**config.mk**
```make
export PLATFORM = sky130hd
export DESIGN_NAME = riscv_idu
export DESIGN_NICKNAME = d
export VERILOG_FILES = /design/src/verilog/idu_pkg.sv /design/src/verilog/idu_field_select.sv /design/src/verilog/idu_imm_gen.sv /design/src/verilog/idu_op_decode.sv /design/src/verilog/riscv_idu.sv
export SDC_FILE = /design/constraint.sdc
export NUM_CORES = 1
export LEC_CHECK = 0
export BUFFER_PORTS_ARGS = -buffer_cell sky130_fd_sc_hd__buf_2
export CAP_MARGIN = 20
export CORE_UTILIZATION = 51
export DETAILED_ROUTE_END_ITERATION = 8
export HOLD_SLACK_MARGIN = 0.1
export PLACE_DENSITY = 0.8
export SYNTH_ARGS = -nofsm -noshare
export SYNTH_HDL_FRONTEND = slang
export SYNTH_SLANG_ARGS = --single-unit
```
**constraint.sdc**
```tcl
create_clock -name clk -period 0.8 [get_ports clk]
set_clock_uncertainty 0.05 [all_clocks]
set_input_delay 0.12 -clock clk [delete_from_list [all_inputs] [get_ports clk]]
set_output_delay 0.12 -clock clk [all_outputs]
set_load 0.1 [all_outputs]
```
**src/verilog/idu_pkg.sv**
```systemverilog
package idu_pkg;

  localparam int xlen       = 32;
  localparam int reg_addr_w = 5;

  // Major opcodes from inst[6:0]
  localparam logic [6:0] op_lui      = 7'b0110111;
  localparam logic [6:0] op_auipc    = 7'b0010111;
  localparam logic [6:0] op_jal      = 7'b1101111;
  localparam logic [6:0] op_jalr     = 7'b1100111;
  localparam logic [6:0] op_branch   = 7'b1100011;
  localparam logic [6:0] op_load     = 7'b0000011;
  localparam logic [6:0] op_store    = 7'b0100011;
  localparam logic [6:0] op_imm      = 7'b0010011;
  localparam logic [6:0] op_reg      = 7'b0110011;
  localparam logic [6:0] op_misc_mem = 7'b0001111;
  localparam logic [6:0] op_system   = 7'b1110011;

  localparam logic [6:0] f7_base = 7'b0000000;
  localparam logic [6:0] f7_alt  = 7'b0100000; // SUB, SRA, SRAI

  typedef enum logic [5:0] {
    op_none,
    lui,
    auipc,
    jal,
    jalr,
    beq,
    bne,
    blt,
    bge,
    bltu,
    bgeu,
    lb,
    lh,
    lw,
    lbu,
    lhu,
    sb,
    sh,
    sw,
    addi,
    slti,
    sltiu,
    xori,
    ori,
    andi,
    slli,
    srli,
    srai,
    add,
    sub,
    sll,
    slt,
    sltu,
    xor_op, // Avoids keyword clash
    srl,
    sra,
    or_op,
    and_op,
    fence,
    ecall,
    ebreak,
    csrrw,
    csrrs,
    csrrc,
    csrrwi,
    csrrsi,
    csrrci
  } idu_op_t;

  // Which operand fields an instruction carries
  typedef enum logic [3:0] {
    fmt_none,
    fmt_r,
    fmt_i,
    fmt_ish,   // I-type with shamt and funct7
    fmt_s,
    fmt_b,
    fmt_u,
    fmt_j,
    fmt_fence,
    fmt_csr,
    fmt_sys    // ECALL, EBREAK
  } idu_fmt_t;

endpackage

```
**src/verilog/idu_field_select.sv**
```systemverilog
`timescale 1ns/100ps

module idu_field_select (
  input  logic [idu_pkg::xlen-1:0]       inst,
  input  idu_pkg::idu_fmt_t              fmt,
  output logic [idu_pkg::reg_addr_w-1:0] rd,
  output logic [idu_pkg::reg_addr_w-1:0] rs1,
  output logic [idu_pkg::reg_addr_w-1:0] rs2,
  output logic [2:0]                     funct3,
  output logic [6:0]                     funct7
);
  import idu_pkg::*;

  logic has_rd;
  logic has_rs1;
  logic has_rs2;
  logic has_f7;

  always_comb begin
    has_rd  = 1'b0;
    has_rs1 = 1'b0;
    has_rs2 = 1'b0;
    has_f7  = 1'b0;
    case (fmt)
      fmt_r: begin
        has_rd  = 1'b1;
        has_rs1 = 1'b1;
        has_rs2 = 1'b1;
        has_f7  = 1'b1;
      end
      fmt_i, fmt_fence, fmt_csr: begin
        has_rd  = 1'b1;
        has_rs1 = 1'b1;
      end
      fmt_ish: begin
        has_rd  = 1'b1;
        has_rs1 = 1'b1;
        has_f7  = 1'b1;
      end
      fmt_s, fmt_b: begin
        has_rs1 = 1'b1;
        has_rs2 = 1'b1;
      end
      fmt_u, fmt_j: has_rd = 1'b1;
      default: has_rd = 1'b0;
    endcase
  end

  assign rd     = has_rd  ? inst[11:7]  : '0;
  assign rs1    = has_rs1 ? inst[19:15] : '0; // Also the CSR uimm
  assign funct3 = has_rs1 ? inst[14:12] : '0; // Travels with rs1
  assign rs2    = has_rs2 ? inst[24:20] : '0;
  assign funct7 = has_f7  ? inst[31:25] : '0;

endmodule

```
**src/verilog/idu_imm_gen.sv**
```systemverilog
`timescale 1ns/100ps

module idu_imm_gen (
  input  logic [idu_pkg::xlen-1:0] inst,
  input  idu_pkg::idu_fmt_t        fmt,
  output logic [idu_pkg::xlen-1:0] imm,
  output logic [4:0]               shamt,
  output logic [11:0]              csr,
  output logic [3:0]               fm,
  output logic [3:0]               pred,
  output logic [3:0]               succ
);
  import idu_pkg::*;

  // Bits land at their architectural positions without sign extension
  always_comb begin
    imm   = '0;
    shamt = '0;
    csr   = '0;
    fm    = '0;
    pred  = '0;
    succ  = '0;
    case (fmt)
      fmt_i: imm[11:0] = inst[31:20];
      fmt_s: begin
        imm[11:5] = inst[31:25];
        imm[4:0]  = inst[11:7];
      end
      fmt_b: begin
        imm[12]   = inst[31];
        imm[11]   = inst[7];
        imm[10:5] = inst[30:25];
        imm[4:1]  = inst[11:8];
      end
      fmt_u: imm[31:12] = inst[31:12];
      fmt_j: begin
        imm[20]    = inst[31];
        imm[19:12] = inst[19:12];
        imm[11]    = inst[20];
        imm[10:1]  = inst[30:21];
      end
      fmt_ish: shamt = inst[24:20];
      fmt_csr: csr = inst[31:20];
      fmt_fence: begin
        fm   = inst[31:28];
        pred = inst[27:24];
        succ = inst[23:20];
      end
      default: ;
    endcase
  end

endmodule

```
**src/verilog/idu_op_decode.sv**
```systemverilog
`timescale 1ns/100ps

module idu_op_decode (
  input  logic [idu_pkg::xlen-1:0] inst,
  output idu_pkg::idu_op_t         op,
  output idu_pkg::idu_fmt_t        fmt
);
  import idu_pkg::*;

  logic [6:0] opcode;
  logic [2:0] funct3;
  logic [6:0] funct7;

  assign opcode = inst[6:0];
  assign funct3 = inst[14:12];
  assign funct7 = inst[31:25];

  always_comb begin
    op  = op_none;
    fmt = fmt_none;
    case (opcode)
      op_lui: begin
        op  = lui;
        fmt = fmt_u;
      end
      op_auipc: begin
        op  = auipc;
        fmt = fmt_u;
      end
      op_jal: begin
        op  = jal;
        fmt = fmt_j;
      end
      op_jalr: begin
        op  = jalr; // funct3 not checked
        fmt = fmt_i;
      end
      op_branch: begin
        fmt = fmt_b;
        case (funct3)
          3'b000: op = beq;
          3'b001: op = bne;
          3'b100: op = blt;
          3'b101: op = bge;
          3'b110: op = bltu;
          3'b111: op = bgeu;
          default: op = op_none;
        endcase
      end
      op_load: begin
        fmt = fmt_i;
        case (funct3)
          3'b000: op = lb;
          3'b001: op = lh;
          3'b010: op = lw;
          3'b100: op = lbu;
          3'b101: op = lhu;
          default: op = op_none;
        endcase
      end
      op_store: begin
        fmt = fmt_s;
        case (funct3)
          3'b000: op = sb;
          3'b001: op = sh;
          3'b010: op = sw;
          default: op = op_none;
        endcase
      end
      op_imm: begin
        fmt = fmt_i;
        case (funct3)
          3'b000: op = addi;
          3'b010: op = slti;
          3'b011: op = sltiu;
          3'b100: op = xori;
          3'b110: op = ori;
          3'b111: op = andi;
          3'b001: begin
            op  = slli; // Any funct7
            fmt = fmt_ish;
          end
          default: begin
            fmt = fmt_ish;
            case (funct7)
              f7_base: op = srli;
              f7_alt:  op = srai;
              default: op = op_none;
            endcase
          end
        endcase
      end
      op_reg: begin
        fmt = fmt_r;
        case (funct3)
          3'b000: op = (funct7 == f7_base) ? add : (funct7 == f7_alt) ? sub : op_none;
          3'b001: op = sll;
          3'b010: op = slt;
          3'b011: op = sltu;
          3'b100: op = xor_op;
          3'b101: op = (funct7 == f7_base) ? srl : (funct7 == f7_alt) ? sra : op_none;
          3'b110: op = or_op;
          default: op = and_op;
        endcase
      end
      op_misc_mem: begin
        op  = fence; // Any funct3
        fmt = fmt_fence;
      end
      op_system: begin
        fmt = fmt_csr;
        case (funct3)
          3'b001: op = csrrw;
          3'b010: op = csrrs;
          3'b011: op = csrrc;
          3'b101: op = csrrwi;
          3'b110: op = csrrsi;
          3'b111: op = csrrci;
          default: begin
            op  = (funct3 == 3'b000 && inst[20]) ? ebreak : ecall;
            fmt = fmt_sys;
          end
        endcase
      end
      default: op = op_none;
    endcase
    if (op == op_none) fmt = fmt_none; // Illegal word carries no fields
  end

endmodule

```
**src/verilog/riscv_idu.sv**
```systemverilog
`timescale 1ns/100ps

module riscv_idu (
  input  logic                           clk,
  input  logic                           rst_n,
  input  logic                           ifu_vld,
  input  logic [idu_pkg::xlen-1:0]       ifu_inst,
  output logic                           idu_vld,
  output idu_pkg::idu_op_t               op,
  output logic [6:0]                     opcode,
  output logic [idu_pkg::reg_addr_w-1:0] rd,
  output logic [idu_pkg::reg_addr_w-1:0] rs1,
  output logic [idu_pkg::reg_addr_w-1:0] rs2,
  output logic [2:0]                     funct3,
  output logic [6:0]                     funct7,
  output logic [idu_pkg::xlen-1:0]       imm,
  output logic [4:0]                     shamt,
  output logic [11:0]                    csr,
  output logic [3:0]                     fm,
  output logic [3:0]                     pred,
  output logic [3:0]                     succ
);
  import idu_pkg::*;

  idu_op_t               op_c;
  idu_fmt_t              fmt_c;
  logic [xlen-1:0]       imm_c;
  logic [4:0]            shamt_c;
  logic [11:0]           csr_c;
  logic [3:0]            fm_c;
  logic [3:0]            pred_c;
  logic [3:0]            succ_c;
  logic [reg_addr_w-1:0] rd_c;
  logic [reg_addr_w-1:0] rs1_c;
  logic [reg_addr_w-1:0] rs2_c;
  logic [2:0]            funct3_c;
  logic [6:0]            funct7_c;

  idu_op_decode u_op_decode (
    .inst (ifu_inst),
    .op   (op_c),
    .fmt  (fmt_c)
  );

  idu_imm_gen u_imm_gen (
    .inst  (ifu_inst),
    .fmt   (fmt_c),
    .imm   (imm_c),
    .shamt (shamt_c),
    .csr   (csr_c),
    .fm    (fm_c),
    .pred  (pred_c),
    .succ  (succ_c)
  );

  idu_field_select u_field_select (
    .inst   (ifu_inst),
    .fmt    (fmt_c),
    .rd     (rd_c),
    .rs1    (rs1_c),
    .rs2    (rs2_c),
    .funct3 (funct3_c),
    .funct7 (funct7_c)
  );

  // Loads every cycle, fields only meaningful with idu_vld
  always_ff @(posedge clk or negedge rst_n) begin
    if (!rst_n) begin
      idu_vld <= 1'b0;
      op      <= op_none;
      opcode  <= '0;
      rd      <= '0;
      rs1     <= '0;
      rs2     <= '0;
      funct3  <= '0;
      funct7  <= '0;
      imm     <= '0;
      shamt   <= '0;
      csr     <= '0;
      fm      <= '0;
      pred    <= '0;
      succ    <= '0;
    end else begin
      idu_vld <= ifu_vld;
      op      <= op_c;
      opcode  <= ifu_inst[6:0]; // Raw, even for op_none
      rd      <= rd_c;
      rs1     <= rs1_c;
      rs2     <= rs2_c;
      funct3  <= funct3_c;
      funct7  <= funct7_c;
      imm     <= imm_c;
      shamt   <= shamt_c;
      csr     <= csr_c;
      fm      <= fm_c;
      pred    <= pred_c;
      succ    <= succ_c;
    end
  end

endmodule
```
==> flow_metrics.env, run 1 <==
export IMPL_synth_fa_ha_area_share_pct=0
export IMPL_synth_simple_gate_area_share_pct=19.9
export IMPL_muxShareOfSynthArea_pct=0.474
export IMPL_synth_edf_count=0
export IMPL_status="did not finish"
export IMPL_yosysWarnings=0
export IMPL_portBuffers=134
export IMPL_synthArstFlopShare_pct=100
export IMPL_io_pin_count=135
export IMPL_start_util_pct=53.6
export IMPL_synthDistinctLibCells=58
export IMPL_synth_compound_area_share_pct=15.2
export IMPL_hpwl_um=15300
export IMPL_ys_seq_area_share_pct=59.2
export IMPL_die_y_um=93.0
export IMPL_synth_xor_area_share_pct=0.415
export IMPL_synth_top_family_by_area="simple AND/OR/NAND/NOR gates"
export IMPL_syn_inst=390
export IMPL_die_x_um=93.0
export IMPL_netlist_area_um2=4220
export IMPL_synth_ff_type="dfrtp_1"
export IMPL_gp_congestion=1.03
export IMPL_error="[ERROR DPL-0033] detailed placement checks failed during check placement."
export IMPL_failed_stage="detailed placement"
export IMPL_std_cell_rows=32
export IMPL_syn_nets=425
export IMPL_avgSynthCellArea_um2=10.8
export IMPL_synth_seq_cells=100
## metrics by stage
stage	cell area (µm²)	std cells	TNS [ns]
floorplan	4900	390	-64.66
global placement	7690	692	-87.46
## Yosys cell counts, types with 3 or more instances
library cell / count / area share (%)
nor3_1: 18 / 2.1
o21ai_0: 21 / 2.5
a31oi_1: 14 / 2.1
a22oi_1: 4 / 0.71
nand2_1: 27 / 2.4
and3_1: 3 / 0.44
buf_2: 11 / 1.3
dfrtp_1: 100 / 59
a21boi_0: 5 / 0.89
inv_1: 18 / 1.6
nand3_1: 7 / 0.83
and2_1: 21 / 3.1
o22ai_1: 5 / 0.74
or2_2: 6 / 0.89
o21ai_1: 5 / 0.59
nor2_1: 26 / 2.3
a21oi_1: 10 / 1.2
nor4_1: 16 / 2.4
buf_4: 3 / 0.53
clkbuf_1: 9 / 0.80
nand2b_1: 13 / 1.9
## logic make-up after synthesis
group | Yosys count
DFF | 100
muxes | 2
buffers and inverters | 43
xor gates and xnor gates | 2
AOI/OAI and AO/OA | 92
and+or+nand+nor | 151
==> run 2: changes to the inputs <==
--- a/config.mk
+++ b/config.mk
@@ -7,10 +7,9 @@
 export LEC_CHECK = 0
 export BUFFER_PORTS_ARGS = -buffer_cell sky130_fd_sc_hd__buf_2
 export CAP_MARGIN = 20
-export CORE_UTILIZATION = 51
+export CORE_UTILIZATION = 40
 export DETAILED_ROUTE_END_ITERATION = 8
-export HOLD_SLACK_MARGIN = 0.1
-export PLACE_DENSITY = 0.8
+export PLACE_DENSITY_LB_ADDON = 0.15
 export SYNTH_ARGS = -nofsm -noshare
 export SYNTH_HDL_FRONTEND = slang
 export SYNTH_SLANG_ARGS = --single-unit
==> run 2 against run 1 <==
The flow now finishes, with violations (negative hold slack, negative setup slack); area after synthesis unchanged; synthesized cell count unchanged.
==> flow_metrics.env, run 2 <==
export IMPL_avgSynthCellArea_um2=10.8
export IMPL_portBuffers=134
export IMPL_drt_wirelength_per_cell_um=34.8
export IMPL_period_share_pct=295
export IMPL_synthArstFlopShare_pct=100
export IMPL_syn_inst=390
export IMPL_cts_root_buf="clkbuf_8"
export IMPL_max_cap_viol_count=0
export IMPL_total_power_uw=12500
export IMPL_status="finished, violations left"
export IMPL_mostFrequentLayoutCell="buf_12"
export IMPL_cts_tree="built"
export IMPL_crit_path_start_kind="input port"
export IMPL_largest_reg_flops=32
export IMPL_grt_max_degree=39
export IMPL_synth_most_common_cell="dfrtp_1"
export IMPL_hp_start="ifu_inst[24]"
export IMPL_grt_pass1_wl_um=34400
export IMPL_path_clk_slew_ns=0.12
export IMPL_whs_ns=-0.0257
export IMPL_firstDrtPassIters=8
export IMPL_hold_viol=2
export IMPL_std_cell_rows=37
export IMPL_synth_ff_type="dfrtp_1"
export IMPL_ctsHtreeMaxLevel=3
export IMPL_synth_edf_count=0
export IMPL_startpoint="ifu_inst[12]"
export IMPL_ant_nets=0
export IMPL_die_y_um=105
export IMPL_largestRegisters="imm x32, csr x12"
export IMPL_nets=718
export IMPL_grtUsageTotal_pct=43.3
export IMPL_drc=0
export IMPL_fillers=281
export IMPL_via_per_inst=6.67
export IMPL_layout_area_seq_um2=2880
export IMPL_worst_ep_required_time_ns=0.99
export IMPL_ys_seq_area_share_pct=59.2
export IMPL_final_cell_mix="buf_12, dfrtp_4, buf_4"
export IMPL_gr_total_overflow=0
export IMPL_p_per_area_nw_per_um2=1300
export IMPL_hpwl_um=12300
export IMPL_vias=5496
export IMPL_p_leak_uw=0.00399
export IMPL_gp_congestion=0.904
export IMPL_tns_ns=-117.86
export IMPL_die_x_um=105
export IMPL_yosys_area_top_type="dfrtp_1"
export IMPL_regMostFlops="imm"
export IMPL_coreArea_um2=10300
export IMPL_antenna_found_initial=1
export IMPL_netlist_area_um2=4220
export IMPL_synthDistinctLibCells=58
export IMPL_grt_pass1_vias=5355
export IMPL_violations="negative hold slack, negative setup slack"
export IMPL_dieArea_um2=11000
export IMPL_cts_inserted_buffers=9
export IMPL_min_period_ns=2.36
export IMPL_grt_setup_unrepaired="yes"
export IMPL_multi_input_area_um2=2260
export IMPL_critPathCapture="funct3[0]"
export IMPL_maxSlewHeadroom_pct=52.1
export IMPL_finalMaxSlewViolations=0
export IMPL_crit_type="in2reg"
export IMPL_area_delta_synth_final_pct=127
export IMPL_layout_drive_gt1_share_pct=74.7
export IMPL_yosys_top_cells_area="dfrtp_1, and2_1, o21ai_0"
export IMPL_worstHoldPathType="in2reg"
export IMPL_vdd_drop_max_v=0.00109
export IMPL_io_pin_count=135
export IMPL_synth_seq_cells=100
export IMPL_start_util_pct=41.1
export IMPL_diodes=0
export IMPL_synth_common_cells="dfrtp_1, nand2_1, nor2_1, and2_1, o21ai_0"
export IMPL_totalWireLength_um=28700
export IMPL_worst_slew_pin_slew_ns=0.715
export IMPL_synth_top_area_share_pct=59.2
export IMPL_syn_nets=425
export IMPL_cp_max_fo=7
export IMPL_max_freq_mhz=424
export IMPL_setup_ws_ns=-1.56
export IMPL_cts_sinks=100
export IMPL_clk_path_buf_depth=2
export IMPL_drt_iter0_markers=584
export IMPL_cp_end_kind="register"
export IMPL_finalSetupViolCount=173
export IMPL_cp_arrival_ns=2.55
export IMPL_yosysWarnings=0
## run 2: final cells by class
type | instances | share of cell area [%]
flip-flops and latches | 100 | 30.0
clock buffers | 9 | 1.29
inverters | 18 | 0.704
well taps | 136 | 1.77
multi-input cells | 247 | 23.5
repair buffers | 307 | 42.0
clock inverters | 7 | 0.782
## run 2: where the power goes
part           total (µW)  switching (µW)  leakage [µW]  internal, µW
logic                3310            2000       0.00271          1310
registers            5300             100       0.00118          5200
clock network        3870            2390     0.0000975          1480
total               12500            4490       0.00399          7990
## run 2: worst min-delay path by stage
stage | endpoint | slack [ns] | depth (start not counted)
2_1_floorplan | csr[0] | -0.23 | 0
3_3_place_gp | imm[26] | -0.08 | 1
3_5_place_dp | csr[6] | -0.07 | 1
4_1_cts | imm[11] | -0.05 | 3
5_1_grt | imm[4] | -0.03 | 3
6_report | imm[4] | -0.03 | 3
## run 2: stage by stage
step | cells | setup WS, ns | hold WS (ns) | util [%] | cell area, µm²
2_1_floorplan | 390 | -1.39 | -0.226 | - | 4900
3_3_place_gp | 736 | -1.56 | -0.0778 | 76.2 | 7830
3_5_place_dp | 736 | -1.63 | -0.0695 | 76.2 | 7830
4_1_cts | 806 | -1.09 | -0.0451 | 88.7 | 9110
5_1_grt | 824 | -1.55 | -0.0289 | 93.4 | 9600
6_report | 824 | -1.56 | -0.0257 | 93.4 | 9600
## run 2: worst max-delay path, stage by stage
cell and delay (ns):
buf_6 0.12, buf_6 0.12, nor2_4 0.11, nor4b_1 0.08, o31ai_1 0.35, nand4_1 0.29, or4_4 0.63, o31ai_4 0.44
buf_12 0.18, a31oi_1 0.11
## run 2: cells by family after synthesis
| logic type | count (synthesis) | synth area share [%] |
|---|---|---|
| flops | 100 | 59.2 |
| xor+xnor | 2 | 0.415 |
| compound gates | 92 | 15.2 |
| buf+inv | 43 | 4.77 |
| simple gates | 151 | 19.9 |
| mux | 2 | 0.474 |
## run 2: repair_timing
action | in CTS | in global routing
endpoints found under the hold margin | 136 | 2
setup endpoints to repair | 182 | 184
setup buffers | 33 | 23
pin swaps | 31 | 26
resized for setup | 151 | 80
hold buffers | 26 | 1
gates cloned | 1 | 1
## run 2: routing by layer
metal	part of all wire (%)	global-route usage, %	up-vias	routed length [µm]
met2	45	70.8	611	12900
met1	32	50.1	2682	9260
met5	0	0	-	0
li1	-	-	1972	-
met3	13	12.4	231	3710
met4	9.7	27.3	0	2770
(Power assumes the default switching activity.)
==> run 3: changes to the inputs <==
--- a/config.mk
+++ b/config.mk
@@ -9,6 +9,7 @@
 export CAP_MARGIN = 20
 export CORE_UTILIZATION = 40
 export DETAILED_ROUTE_END_ITERATION = 8
+export GPL_TIMING_DRIVEN = 0
 export PLACE_DENSITY_LB_ADDON = 0.15
 export SYNTH_ARGS = -nofsm -noshare
 export SYNTH_HDL_FRONTEND = slang
==> constraint.sdc (replaced) <==
create_clock -name clk -period 0.8 [get_ports clk]
set_clock_uncertainty 0.05 [all_clocks]
set_input_delay 0.08 -clock clk [delete_from_list [all_inputs] [get_ports clk]]
set_output_delay 0.08 -clock clk [all_outputs]
set_load 0.1 [all_outputs]
==> run 3 against run 2 <==
The run still ends with negative hold slack, negative setup slack left; sequential power decreased by 2%; non-clock buffer count decreased by 82; worst setup slack improved by 0.33 ns; die area unchanged; largest power group unchanged.
==> flow_metrics.env, run 3 (synthesis results as in run 2) <==
export IMPL_cpLargestDelayFamily="simple AND/OR/NAND/NOR gates"
export IMPL_fillers=664
export IMPL_cts_inserted_buffers=9
export IMPL_finalMaxSlewViolations=0
export IMPL_hpwl_um=8970
export IMPL_grt_setup_unrepaired="yes"
export IMPL_critPathMostFrequentCell="buf_8"
export IMPL_firstDrtPassIters=4
export IMPL_ctsHtreeMaxLevel=3
export IMPL_final_cell_mix="dfrtp_2, buf_6, buf_8"
export IMPL_path_cells="buf_8 -> buf_8 -> buf_8 -> nor4b_1 -> o31ai_1 -> nand4_1 -> or4_4 -> o31ai_4 -> buf_6 -> a31oi_1"
export IMPL_grtUsageTotal_pct=26.8
export IMPL_antenna_found_initial=0
export IMPL_whs_ns=-0.438
export IMPL_status="finished, violations left"
export IMPL_dieArea_um2=11000
export IMPL_largest_reg_flops=32
export IMPL_cp_depth=10
export IMPL_largestRegisters="imm x32, csr x12"
export IMPL_regMostFlops="imm"
export IMPL_clk_path_buf_depth=2
export IMPL_total_power_uw=10800
export IMPL_via_per_inst=5.38
export IMPL_p_leak_uw=0.00332
export IMPL_min_period_ns=2.03
export IMPL_vias=3995
export IMPL_cp_max_fo=6
export IMPL_stdcell_count=742
export IMPL_cp_end_kind="register"
export IMPL_cts_sinks=100
export IMPL_drt_iter0_markers=230
export IMPL_crit_path_start_kind="input port"
export IMPL_p_per_area_nw_per_um2=1430
export IMPL_vdd_drop_max_v=0.000901
export IMPL_area_delta_synth_final_pct=79.4
export IMPL_critPathCapture="rs1[1]"
export IMPL_gr_total_overflow=0
export IMPL_layout_drive_gt1_share_pct=62.4
export IMPL_finalSetupViolCount=174
export IMPL_grt_max_degree=76
export IMPL_diodes=0
export IMPL_cpMaxStageDelayCell="or4_4"
export IMPL_path_clk_slew_ns=0.10
export IMPL_cts_tree="built"
export IMPL_start_util_pct=41.1
export IMPL_max_freq_mhz=493
export IMPL_setup_ws_ns=-1.23
export IMPL_crit_type="in2reg"
export IMPL_drt_wirelength_per_cell_um=20.2
export IMPL_ant_nets=0
export IMPL_dp_slack_ns=-1.80
export IMPL_portBuffers=133
export IMPL_cts_root_buf="clkbuf_8"
export IMPL_crit_buf_inv=4
export IMPL_worst_ep_required_time_ns=0.97
export IMPL_gp_congestion=0.894
export IMPL_dp_cells=660
export IMPL_grt_pass1_vias=3927
export IMPL_maxSlewHeadroom_pct=56.5
export IMPL_drc=0
export IMPL_worst_slew_pin_slew_ns=0.650
export IMPL_startpoint="ifu_inst[4]"
export IMPL_coreArea_um2=10300
export IMPL_std_cell_rows=37
export IMPL_totalWireLength_um=15000
export IMPL_cp_arrival_ns=2.20
export IMPL_grt_pass1_wl_um=22000
export IMPL_io_pin_count=135
export IMPL_die_x_um=105
export IMPL_mostFrequentLayoutCell="dfrtp_2"
export IMPL_violations="negative hold slack, negative setup slack"
export IMPL_die_y_um=105
export IMPL_max_stage_delay_ns=0.58
export IMPL_nets=636
export IMPL_hold_viol=101
export IMPL_period_share_pct=253
export IMPL_worstHoldPathType="in2async"
export IMPL_max_cap_viol_count=0
## run 3: cell count changes in the layout (fill, tap and decap cells not counted), sizes merged
| cell | previous run | this run |
|---|---|---|
| clkbuf | 10 | 21 |
| inv | 20 | 18 |
| clkinvlp | 2 | 1 |
| buf | 279 | 189 |
## run 3: through the flow
step                      utilization (%)  area, µm²  TNS, ns
after floorplan                         -       4640   -61.97
final                                73.8       7580   -85.26
after global placement               53.3       5480  -252.90
after CTS                            70.1       7200   -81.09
after detailed placement             53.6       5510  -102.25
after global routing                 73.8       7580   -91.84
## run 3: final cells by class
| class | count | area (µm²) | area share (%) |
|---|---|---|---|
| buffer | 24 | 298 | 3.93 |
| clock buffer | 12 | 135 | 1.78 |
| clock inverter | 4 | 51.3 | 0.677 |
| inverter | 18 | 67.6 | 0.891 |
| multi-input combinational | 247 | 1920 | 25.3 |
| sequential | 100 | 2620 | 34.6 |
| tap | 136 | 170 | 2.24 |
| timing repair buffer | 201 | 2310 | 30.5 |
## run 3: timing repair
item | in CTS | in global routing
endpoints found under the hold margin | 153 | 37
setup endpoints to repair | 172 | 180
cloned | 6 | 0
hold buffers | 27 | 3
pin swaps | 30 | 19
resized for setup | 291 | 77
setup buffers | 28 | 7
## run 3: where the power goes
part,internal [µW],switching [µW],total [µW]
logic,876,1540,2410
registers,5150,55.7,5210
clock network,1450,1750,3200
total,7480,3340,10800
## run 3: how the worst min path moves through the flow
| stage | startpoint | depth (start not counted) | end | slack, ns |
|---|---|---|---|---|
| finish | rst_n | 1 | succ[0] | -0.44 |
| floorplan | rst_n | 0 | csr[0] | -0.27 |
| global placement | ifu_vld | 1 | idu_vld | 0.14 |
| detailed placement | rst_n | 1 | csr[6] | -0.03 |
| global route | rst_n | 1 | pred[3] | -0.43 |
| CTS | rst_n | 1 | fm[0] | -0.46 |
## run 3: per-layer routing
metal / track usage [%] / vias to the layer above / share of wire [%]
li1: - / 1795 / -
met1: 35.6 / 2012 / 42
met2: 44.0 / 165 / 51
met3: 4.99 / 23 / 5.7
met4: 9.56 / 0 / 1.8
met5: 0 / - / 0
